**config.mk**
```make
export PLATFORM = sky130hd
export DESIGN_NAME = fetch_stage
export DESIGN_NICKNAME = d
export VERILOG_FILES = /design/src/logic/fetch_pkg.sv /design/src/logic/fetch_stage.sv /design/src/logic/if_id_reg.sv /design/src/logic/instr_mem.sv /design/src/logic/next_pc_select.sv /design/src/logic/pc.sv
export SDC_FILE = /design/constraint.sdc
export NUM_CORES = 2
export LEC_CHECK = 0
export BUFFER_PORTS_ARGS = -buffer_cell sky130_fd_sc_hd__buf_2
export CAP_MARGIN = 10
export CORE_ASPECT_RATIO = 0.75
export CORE_UTILIZATION = 25
export DETAILED_ROUTE_END_ITERATION = 8
export GPL_TIMING_DRIVEN = 0
export PLACE_DENSITY_LB_ADDON = 0.12
export REMOVE_ABC_BUFFERS = 1
export SLEW_MARGIN = 20
export SYNTH_ARGS = -nofsm -noshare
export SYNTH_HDL_FRONTEND = slang
export SYNTH_SLANG_ARGS = --single-unit
```
**constraint.sdc**
```tcl
create_clock -name i_clk -period 3.1 [get_ports i_clk]
set_input_delay 0.155 -clock i_clk [delete_from_list [all_inputs] [get_ports i_clk]]
set_output_delay 0.155 -clock i_clk [all_outputs]
set_load 0.01 [all_outputs]
```
**src/logic/fetch_pkg.sv**
```systemverilog
`default_nettype none

// Widths, vector types and encodings shared by the fetch stage blocks
package fetch_pkg;

    // Datapath widths
    localparam int unsigned PC_WIDTH    = 32;  // Byte address width
    localparam int unsigned INSTR_WIDTH = 32;  // One instruction word

    // Distance in bytes between two consecutive instructions
    localparam int unsigned PC_STEP = 4;

    // Byte address or program counter value
    typedef logic [PC_WIDTH-1:0] pc_t;

    // Raw instruction word as stored in memory
    typedef logic [INSTR_WIDTH-1:0] instr_t;

    // All-zero word used as the bubble in IF/ID
    localparam instr_t NOP_INSTR = '0;

    // Program counter FSM
    // The encoding 2'b11 is never entered
    typedef enum logic [1:0]
    {
        PC_IDLE = 2'b00,  // Waiting one cycle with PC at zero
        PC_NEXT = 2'b01,  // Fetching and advancing
        PC_END  = 2'b10   // Halted until i_halt drops
    } pc_state_e;

endpackage

`default_nettype wire

```
**src/logic/fetch_stage.sv**
```systemverilog
`timescale 1ns/1ps
`default_nettype none

// Instruction fetch stage
// PC, next address logic, instruction memory and the IF/ID register
module fetch_stage
    import fetch_pkg::*;
    #(
        parameter int unsigned MEM_DEPTH = 64  // Instruction memory depth in words
    )
    (
        input  wire    i_clk,            // System clock
        input  wire    i_rst_n,          // Asynchronous reset, active low
        input  wire    i_enable,         // Run level
        input  wire    i_halt,           // Halt instruction reached
        input  wire    i_stall,          // Hazard stall
        input  wire    i_flush,          // Empty IF/ID
        input  wire    i_clear,          // Program reload
        input  wire    i_branch_taken,   // Branch taken from execute
        input  pc_t    i_branch_target,  // Branch destination
        input  wire    i_jump,           // Jump from decode
        input  pc_t    i_jump_target,    // Jump destination
        input  wire    i_load_we,        // Loader write strobe
        input  pc_t    i_load_addr,      // Loader byte address
        input  instr_t i_load_data,      // Loader word
        output pc_t    o_pc,             // IF/ID address
        output pc_t    o_pc_plus4,       // IF/ID successor address
        output instr_t o_instr,          // IF/ID instruction
        output logic   o_valid,          // IF/ID holds a real instruction
        output logic   o_halted          // PC FSM in END
    );

    pc_t    pc_cur;       // Current fetch address
    pc_t    next_pc;      // Selected next address
    pc_t    pc_plus4;     // Sequential successor
    instr_t instr;        // Word at pc_cur
    logic   fetch_valid;  // Fetch this cycle is real

    pc u_pc (
        .i_clk         (i_clk),
        .i_rst_n       (i_rst_n),
        .i_enable      (i_enable),
        .i_halt        (i_halt),
        .i_not_load    (i_stall),  // Stall holds the PC
        .i_clear       (i_clear),
        .i_next_pc     (next_pc),
        .o_pc          (pc_cur),
        .o_fetch_valid (fetch_valid),
        .o_halted      (o_halted)
    );

    next_pc_select u_next_pc_select (
        .i_pc            (pc_cur),
        .i_branch_taken  (i_branch_taken),
        .i_branch_target (i_branch_target),
        .i_jump          (i_jump),
        .i_jump_target   (i_jump_target),
        .o_next_pc       (next_pc),
        .o_pc_plus4      (pc_plus4)
    );

    instr_mem #(
        .MEM_DEPTH (MEM_DEPTH)
    ) u_instr_mem (
        .i_clk       (i_clk),
        .i_rst_n     (i_rst_n),
        .i_load_we   (i_load_we),
        .i_load_addr (i_load_addr),
        .i_load_data (i_load_data),
        .i_pc        (pc_cur),
        .o_instr     (instr)
    );

    if_id_reg u_if_id_reg (
        .i_clk         (i_clk),
        .i_rst_n       (i_rst_n),
        .i_enable      (i_enable),
        .i_stall       (i_stall),
        .i_flush       (i_flush),
        .i_clear       (i_clear),
        .i_fetch_valid (fetch_valid),
        .i_pc          (pc_cur),
        .i_pc_plus4    (pc_plus4),
        .i_instr       (instr),
        .o_pc          (o_pc),
        .o_pc_plus4    (o_pc_plus4),
        .o_instr       (o_instr),
        .o_valid       (o_valid)
    );

endmodule

`default_nettype wire

```
**src/logic/if_id_reg.sv**
```systemverilog
`timescale 1ns/1ps
`default_nettype none

// IF/ID pipeline register between fetch and decode
module if_id_reg
    import fetch_pkg::*;
    (
        input  wire    i_clk,          // System clock
        input  wire    i_rst_n,        // Asynchronous reset, active low
        input  wire    i_enable,       // Run level
        input  wire    i_stall,        // Hazard hold
        input  wire    i_flush,        // Branch resolved and wrong path is dropped
        input  wire    i_clear,        // Program reload
        input  wire    i_fetch_valid,  // Fetch stage has a real instruction
        input  pc_t    i_pc,           // Address of the fetched word
        input  pc_t    i_pc_plus4,     // Its sequential successor
        input  instr_t i_instr,        // Fetched word
        output pc_t    o_pc,           // Registered address
        output pc_t    o_pc_plus4,     // Registered successor
        output instr_t o_instr,        // Registered instruction
        output logic   o_valid         // Registered instruction is real
    );

    logic capture;  // Register takes new fetch data

    // Same condition that lets the PC move
    assign capture = i_enable && !i_stall;

    always_ff @(posedge i_clk or negedge i_rst_n)
    begin
        if (!i_rst_n)
        begin
            o_pc       <= '0;
            o_pc_plus4 <= '0;
            o_instr    <= NOP_INSTR;
            o_valid    <= 1'b0;
        end
        else if (i_flush || i_clear)
        begin
            // Bubble wins over stall
            o_instr <= NOP_INSTR;
            o_valid <= 1'b0;
        end
        else if (capture)
        begin
            o_pc       <= i_pc;
            o_pc_plus4 <= i_pc_plus4;
            o_instr    <= i_instr;
            o_valid    <= i_fetch_valid;  // Low while the PC is idle or halted
        end
        // Otherwise hold everything
    end

    // A flush always leaves a bubble for decode on the next cycle
    a_flush_bubble : assert property (
        @(posedge i_clk) disable iff (!i_rst_n)
        i_flush |=> !o_valid
    );

endmodule

`default_nettype wire

```
**src/logic/instr_mem.sv**
```systemverilog
`timescale 1ns/1ps
`default_nettype none

// Word-addressed instruction memory
// Filled by an external loader and read combinationally at the PC
module instr_mem
    import fetch_pkg::*;
    #(
        parameter int unsigned MEM_DEPTH = 64  // Number of instruction words
    )
    (
        input  wire    i_clk,        // System clock
        input  wire    i_rst_n,      // Asynchronous reset, active low
        input  wire    i_load_we,    // Loader write strobe
        input  pc_t    i_load_addr,  // Loader byte address
        input  instr_t i_load_data,  // Word to store
        input  pc_t    i_pc,         // Fetch address
        output instr_t o_instr       // Word at the fetch address
    );

    // Byte offset bits dropped to form a word index
    localparam int unsigned ADDR_LSB  = $clog2(PC_STEP);
    localparam int unsigned IDX_WIDTH = (MEM_DEPTH > 1) ? $clog2(MEM_DEPTH) : 1;

    instr_t mem [MEM_DEPTH];  // Storage array

    pc_t  load_word;       // Loader word index
    pc_t  fetch_word;      // Fetch word index
    logic load_in_range;   // Loader address inside the array
    logic fetch_in_range;  // Fetch address inside the array

    // Byte address to word index
    assign load_word  = i_load_addr >> ADDR_LSB;
    assign fetch_word = i_pc >> ADDR_LSB;

    assign load_in_range  = load_word < pc_t'(MEM_DEPTH);
    assign fetch_in_range = fetch_word < pc_t'(MEM_DEPTH);

    // Loader write port
    // Reset clears the whole program
    always_ff @(posedge i_clk or negedge i_rst_n)
    begin
        if (!i_rst_n)
        begin
            for (int i = 0; i < MEM_DEPTH; i++)
            begin
                mem[i] <= NOP_INSTR;
            end
        end
        else if (i_load_we && load_in_range)
        begin
            mem[load_word[IDX_WIDTH-1:0]] <= i_load_data;  // Out of range writes are dropped
        end
    end

    // Read port with no latency
    always_comb
    begin
        if (fetch_in_range)
        begin
            o_instr = mem[fetch_word[IDX_WIDTH-1:0]];
        end
        else
        begin
            o_instr = NOP_INSTR;  // Beyond the end reads as a bubble
        end
    end

    // Loader only writes whole words
    a_load_aligned : assert property (
        @(posedge i_clk) disable iff (!i_rst_n)
        i_load_we |-> (i_load_addr[ADDR_LSB-1:0] == '0)
    );

endmodule

`default_nettype wire

```
**src/logic/next_pc_select.sv**
```systemverilog
`timescale 1ns/1ps
`default_nettype none

// Next fetch address selection
// Priority is jump first, then taken branch, then sequential PC+4
module next_pc_select
    import fetch_pkg::*;
    (
        input  pc_t i_pc,             // Current program counter
        input  wire i_branch_taken,   // Branch resolved as taken
        input  pc_t i_branch_target,  // Branch destination
        input  wire i_jump,           // Unconditional jump
        input  pc_t i_jump_target,    // Jump destination
        output pc_t o_next_pc,        // Address to load at the next advance
        output pc_t o_pc_plus4        // Sequential successor
    );

    pc_t seq_pc;  // Current PC plus one instruction

    // Sequential address
    assign seq_pc = i_pc + pc_t'(PC_STEP);

    // Target priority
    always_comb
    begin
        if (i_jump)
        begin
            o_next_pc = i_jump_target;    // Jump overrides everything
        end
        else if (i_branch_taken)
        begin
            o_next_pc = i_branch_target;  // Taken branch
        end
        else
        begin
            o_next_pc = seq_pc;           // Fall through
        end
    end

    assign o_pc_plus4 = seq_pc;  // Return address for the decode stage

    // A redirect from decode or execute must land on a word boundary
    a_target_aligned : assert final (
        !(i_jump || i_branch_taken) || (o_next_pc[1:0] == 2'b00)
    );

endmodule

`default_nettype wire

```
**src/logic/pc.sv**
```systemverilog
`timescale 1ns/1ps
`default_nettype none

// Program counter register with its IDLE / NEXT / END state machine
module pc
    import fetch_pkg::*;
    (
        input  wire  i_clk,          // System clock
        input  wire  i_rst_n,        // Asynchronous reset, active low
        input  wire  i_enable,       // Run level from the debug unit
        input  wire  i_halt,         // Halt instruction reached
        input  wire  i_not_load,     // Hold the PC (hazard stall)
        input  wire  i_clear,        // Synchronous return to address zero
        input  pc_t  i_next_pc,      // Address chosen by next_pc_select
        output pc_t  o_pc,           // Current fetch address
        output logic o_fetch_valid,  // An instruction is fetched this cycle
        output logic o_halted        // Sitting in PC_END
    );

    pc_state_e state;       // Current FSM state
    pc_state_e state_next;  // FSM state for the next edge
    pc_t       pc_q;        // Program counter register
    pc_t       pc_next;     // Program counter for the next edge

    // State and PC update
    always_ff @(posedge i_clk or negedge i_rst_n)
    begin
        if (!i_rst_n)
        begin
            state <= PC_IDLE;
            pc_q  <= '0;
        end
        else if (i_clear)
        begin
            // Program reload starts over from address zero
            state <= PC_IDLE;
            pc_q  <= '0;
        end
        else
        begin
            state <= state_next;
            pc_q  <= pc_next;
        end
    end

    // Next state and next PC
    always_comb
    begin
        state_next = state;  // Default is to hold
        pc_next    = pc_q;

        case (state)
            PC_IDLE:
            begin
                pc_next    = '0;       // Execution always begins at zero
                state_next = PC_NEXT;
            end

            PC_NEXT:
            begin
                if (i_enable)
                begin
                    if (i_halt)
                        state_next = PC_END;  // PC keeps the halt address
                    else if (!i_not_load)
                        pc_next = i_next_pc;  // Normal advance
                end
            end

            PC_END:
            begin
                // Leave once the halt request is gone
                if (!i_halt)
                    state_next = PC_IDLE;
            end

            default:
            begin
                state_next = PC_IDLE;  // Recover from the unused encoding
            end
        endcase
    end

    assign o_pc          = pc_q;
    assign o_fetch_valid = (state == PC_NEXT) && i_enable && !i_halt;
    assign o_halted      = (state == PC_END);

    // FSM never sits in the unused encoding
    a_state_legal : assert property (
        @(posedge i_clk) disable iff (!i_rst_n)
        state inside {PC_IDLE, PC_NEXT, PC_END}
    );

    // Every fetch address is on a word boundary
    a_pc_aligned : assert property (
        @(posedge i_clk) disable iff (!i_rst_n)
        pc_q[1:0] == 2'b00
    );

endmodule

`default_nettype wire

```
# Yosys cells after proc, flatten, opt, wreduce, memory -nomap -nowiden
# Index checks and enable logic that the tools add are counted.
# totals
regBits,2179
input_bits,138
output_inout_bits,98
wordCells,123
# classes
addsub,1
magnitude_cmp,5
n_eq_ne,7
muxes,23
n_bitwise,3
reduce_logical,14
# ops
cell,n
bitwise mux 2048 bit,1
two-way mux 32 bit,12
binary-select mux 32 bit (select 6 bit),1
demux 32 bit (select 6 bit),1
case mux 32 bit (2 select lines),1
"less-than comparator 30 x 7 -> 1 bit, second input constant",2
"adder 32 x 3 -> 32 bit, second input constant",1
"inequality test 3 bit, second input constant",5
">= comparator 7 bit, second input constant",2
inverter 6 -> 7 bit,2
two-way mux 2 bit,4
"less-than comparator 7 x 1 -> 1 bit, second input constant",1
case mux 2 bit (3 select lines),1
logical AND 1 bit,5
AND reduction 4 bit,1
AND reduction 3 bit,1
nonzero test 3 bit,1
"equality test 2 x 1 -> 1 bit, second input constant",1
"equality test 2 bit, second input constant",1
logical NOT 1 bit,2
logical NOT 2 bit,1
two-way mux 1 bit,2
AND reduction 2 bit,1
nonzero test 2 bit,1
other kinds (2),2

# Longest topological paths before layout
# depth
ltp_word,8
depth_mapped,10
mapped_depth_nobuf,6

# Modules after synthesis
# Synthesis repeated with hierarchy kept, for this count alone.
# hier_totals
hier_cells,6575
area_unflattened_um2,102917.5
# by_module_without_submodules
mod,n_inst,cells_each,area_each_um2,seq_area_each_um2
instr_mem,1,5996,96166.0,51249.2
if_id_reg,1,282,3998.8,2427.3
next_pc_select,1,215,1431.4,0.0
pc,1,82,1321.3,850.8

# Least setup slack after synthesis
# Ideal clock, no wire load.
# synth_path
path_kind,reg2reg
start,reg u_pc.pc_q[2] (netlist: u_pc.o_pc[2])
end,reg u_if_id_reg.o_instr[30]
setup_ps,129
arrival_time_ps,2165
required_time_ps,2971
path_slack_ps,806
path_stages_with_launch,10
path_buffers,4
period_less_slack_ps,2294
path_cell_list,dfrtp_1 buf_2 buf_4 buf_2 buf_2 mux4_2 mux2i_1 nand2_1 a22oi_1 nand3_1
# synth_between
elab_chain_len,7
elab_cells_between_ends,8
cone_classes,order compare (1); mux (6); bitwise (1)
# synth_lines
element,line_no,text
"start, declared",pc.sv:22,pc_t pc_q;
"start signal, assigned",pc.sv:42,pc_q <= pc_next;
inverter 6 -> 7 bit (implied by the code),instr_mem.sv:61,o_instr = mem[fetch_word[IDX_WIDTH-1:0]];
binary-select mux 32 bit (select 6 bit),instr_mem.sv:61,
two-way mux 32 bit (implied by the code) (2 in a row),instr_mem.sv:61,
two-way mux 32 bit (*),instr_mem.sv:59,if (fetch_in_range)
two-way mux 32 bit (*),if_id_reg.sv:44,else if (capture)
two-way mux 32 bit (*),if_id_reg.sv:38,else if (i_flush || i_clear)
"end signal, assigned",if_id_reg.sv:48,o_instr <= i_instr;
"end, declared",if_id_reg.sv:20,"output instr_t o_instr,"
# Mark *: on every way between the ends. The rest lies on a longest branch, timed or not. The select of a mux whose other input is x is not followed.
# A chain may end at the register's enable or synchronous reset.

# Worst setup path in the final report
# layout_path
start,reg u_pc.pc_q[4] (netlist: u_pc.o_pc[4])
end,reg u_if_id_reg.o_instr[4]
# Same word-level chain as after synthesis.

==> results.cfg <==
[outcome]
outcome = finished, violations left
violations = negative setup slack

[synth]
synth_xor_area_frac = 0.002281
synthAdderAreaFrac = 0.0001253
synth.area.top_cells = dfrtp_1, mux2_2, mux4_2
synth_edf_count = 0
yosys_register_bits = 2177
ys_warn_count = 0
netlist_area_um2 = 99840
post-synth-top-area-fraction = 0.5457
synthFlopType = dfrtp_1
synthMuxAreaShare = 0.3643
synth_cell_types = 71
synth_compound_area_frac = 0.02785
synthArstFlopShare = 1.000
synth_top_family_by_area = multiplexers
synth-simple-area-share = 0.02879
synth_commonest_cells = dfrtp_1, mux2_2, mux4_2
avgSynthCellArea_um2 = 15.06
yosysSeqAreaShare = 0.5457
yosys.cell_count.top_type = dfrtp_1
syn_inst = 6631
synth.largest_area_cell = dfrtp_1

[global_routing]
grt.overflow.total = 0
groute.usage.overall = 0.1721
grt_pass1_vias = 63587
grt_antenna_before_repair = 27
grt_pass1_wl_um = 503800
grt_max_degree = 131

[timing]
finalWorstSetupSlack_ps = -30.01
hold_violations = 0
setup_tns_ps = -30.01
slew_headroom = 0.2643
clock_skew_ps = 52.74
tightest_slew_ps = 1104
setup_viol = 1
grt_setup_unrepaired = false
clock.fmax_mhz = 319.5
finalMaxSlewViolations = 0
final.period_utilization = 1.010
period_needed_ps = 3130

[routing]
post_drt_wl_per_cell_um = 28.08
drc = 0
initialDrtViolationCount = 3491
wl_um = 349300
firstDrtPassIters = 5
ant_nets = 0
viasPerCell = 4.785
dr_total_vias = 59532

[place]
dpl.hpwl_um = 228600
portBuffers = 233
place.gp.congestion = 0.7226
dpl.cell_count = 11806

[pwr]
ir_worst_vdd_v = 0.0004387
p_leak_nw = 56.31
power_density_nw_per_um2 = 494.7
power_mw = 60.82

[min_path]
min_path_type = in2reg
hp-start = i_branch_taken

[critical_path]
critPathLaunchType = register
crit_required_ps = 3870
cp.arrival_ps = 3900
worstSetupEndpointType = register
critPathMaxFanout = 33
critPathKind = reg2reg
worstSetupStartpoint = u_pc.o_pc[4]
rr_startpoint = u_pc.o_pc[4]
worst_path_largest_cell_delay_ps = 560
critical_path.cell_chain = buf_12 > buf_16 > buf_16 > nand2_8 > buf_12 > o22ai_1 > or3_1 > a32oi_4 > o31ai_1
cpMaxStageDelayCell = dfrtp_4

[cells_and_area]
drive_gt1_frac = 0.5060
areaGrowthSynthToFinish_pct = 23.14
fin_nets = 7143
seq_area_um2 = 54500
final_core_util = 0.3100
final_cells = 12442
n_fill_cell = 38908
multiInputGateArea_um2 = 43350

[cts]
htreeDepth = 4
insertion_delay_ps = 920
cts_tree = built
path_clk_slew_ps = 60
clk_path_buf_depth = 4
cts_sinks = 2177
cts_inserted_buffers = 239
root_buffer = clkbuf_16

[die]
die-width_um = 731.7
rows = 200
fp.dieArea_um2 = 401900
boundaryPins = 236
dieHeight_um = 549.3
start_util = 0.2517
coreArea_um2 = 396600

[run]
maxCapViolations = 0
repair_timing:
action | in CTS | in global routing
endpoints found under the hold margin | 1822 | 112
pin swaps | 34 | 8
setup endpoints to repair | 62 | 227
setup buffers | 57 | 2
gates cloned | 32 | 5
hold buffers | 112 | 2
resized for setup | 114 | 10
registers in the layout, indices dropped and copies added, names as in the netlist:
register                count
u_if_id_reg.o_instr        32
u_instr_mem.mem          2048
u_pc.state                  2
u_if_id_reg.o_valid         1
u_if_id_reg.o_pc_plus4     32
u_pc.o_pc                  32
u_if_id_reg.o_pc           30
report_power, final:
| group | switching, mW | internal, mW |
|---|---|---|
| clock network | 12.2 | 16.3 |
| logic | 2.40 | 1.22 |
| registers | 0.170 | 28.6 |
cells by family after synthesis:
family          Yosys count
compound gates          412
simple gates            534
mux                    2790
fa+ha+maj                 1
flops                  2177
buf+inv                 691
xor+xnor                 26
final timing paths:
path | to | slack (ps) | cells past startpoint
worst max-delay path | u_if_id_reg.o_instr[4] | -30 | 9
worst min-delay path | u_pc.o_pc[27] | 90 | 4
worst max register to register | u_if_id_reg.o_instr[4] | -30 | 9
worst min register to register | u_if_id_reg.o_instr[9] | 470 | 2
max in group asynchronous | u_instr_mem.mem[394] | 360 | 11
min in group asynchronous | u_instr_mem.mem[1235] | 270 | 7
layout make-up:
type / count / area share
tap: 5252 / 0.05345
clock buffer: 377 / 0.05859
sequential: 2177 / 0.4433
timing repair buffer: 809 / 0.08841
antenna: 10 / 0.0002036
inverter: 11 / 0.0003359
clock inverter: 40 / 0.003094
multi-input combinational: 3766 / 0.3526
through the flow:
stage	hold WS, ps	area, µm²	setup WS [ps]
after floorplan	-140.6	96780	-20200
after global placement	393.7	104500	-49470
after detailed placement	102.4	111900	-1990
after CTS	14.25	122700	-7.435
after global routing	79.25	122900	4.771
final	89.19	122900	-30.01
layout by cell type, fill, tap and decap left out, types with 17 or more instances in the layout:
master / netlist / routed
nor2_1: 48 / 40
clkinv_2: 0 / 28
mux4_2: 466 / 466
dfrtp_1: 2177 / 2171
clkbuf_8: 0 / 64
mux2_2: 1941 / 1936
clkbuf_16: 0 / 247
dlygate4sd3_1: 0 / 109
a22oi_1: 53 / 42
nor3_4: 0 / 64
buf_6: 1 / 39
o221ai_1: 17 / 17
buf_8: 0 / 197
o21ai_0: 78 / 67
xnor2_1: 19 / 19
a21oi_1: 61 / 43
nand4_1: 25 / 25
nand2_1: 224 / 223
mux2i_1: 235 / 214
buf_12: 0 / 20
o22ai_1: 57 / 57
nor4_1: 21 / 17
buf_4: 46 / 87
clkbuf_1: 321 / 71
buf_2: 254 / 205
mux2_1: 148 / 148
or3_1: 18 / 18
buf_16: 0 / 121
nand3_1: 48 / 47
bufbuf_16: 0 / 26
o22a_1: 18 / 18
a31oi_1: 29 / 29
worst max-delay path: cells and delay by family, from the launching register on:
kind | cells | cell delay [ps]
buf+inv | 4 | 830
flops | 1 | 560
simple gates | 2 | 710
compound gates | 3 | 670
per-layer routing:
layer  global-route usage  up-vias  routed length [µm]
li1                     -    25344                   -
met1               0.2585    32773              173100
met2               0.2622     1031              155500
met3              0.02612      376               14060
met4              0.03459        8                6645
met5                    0        -                  57
No activity file was read; power rests on OpenSTA's default activity.
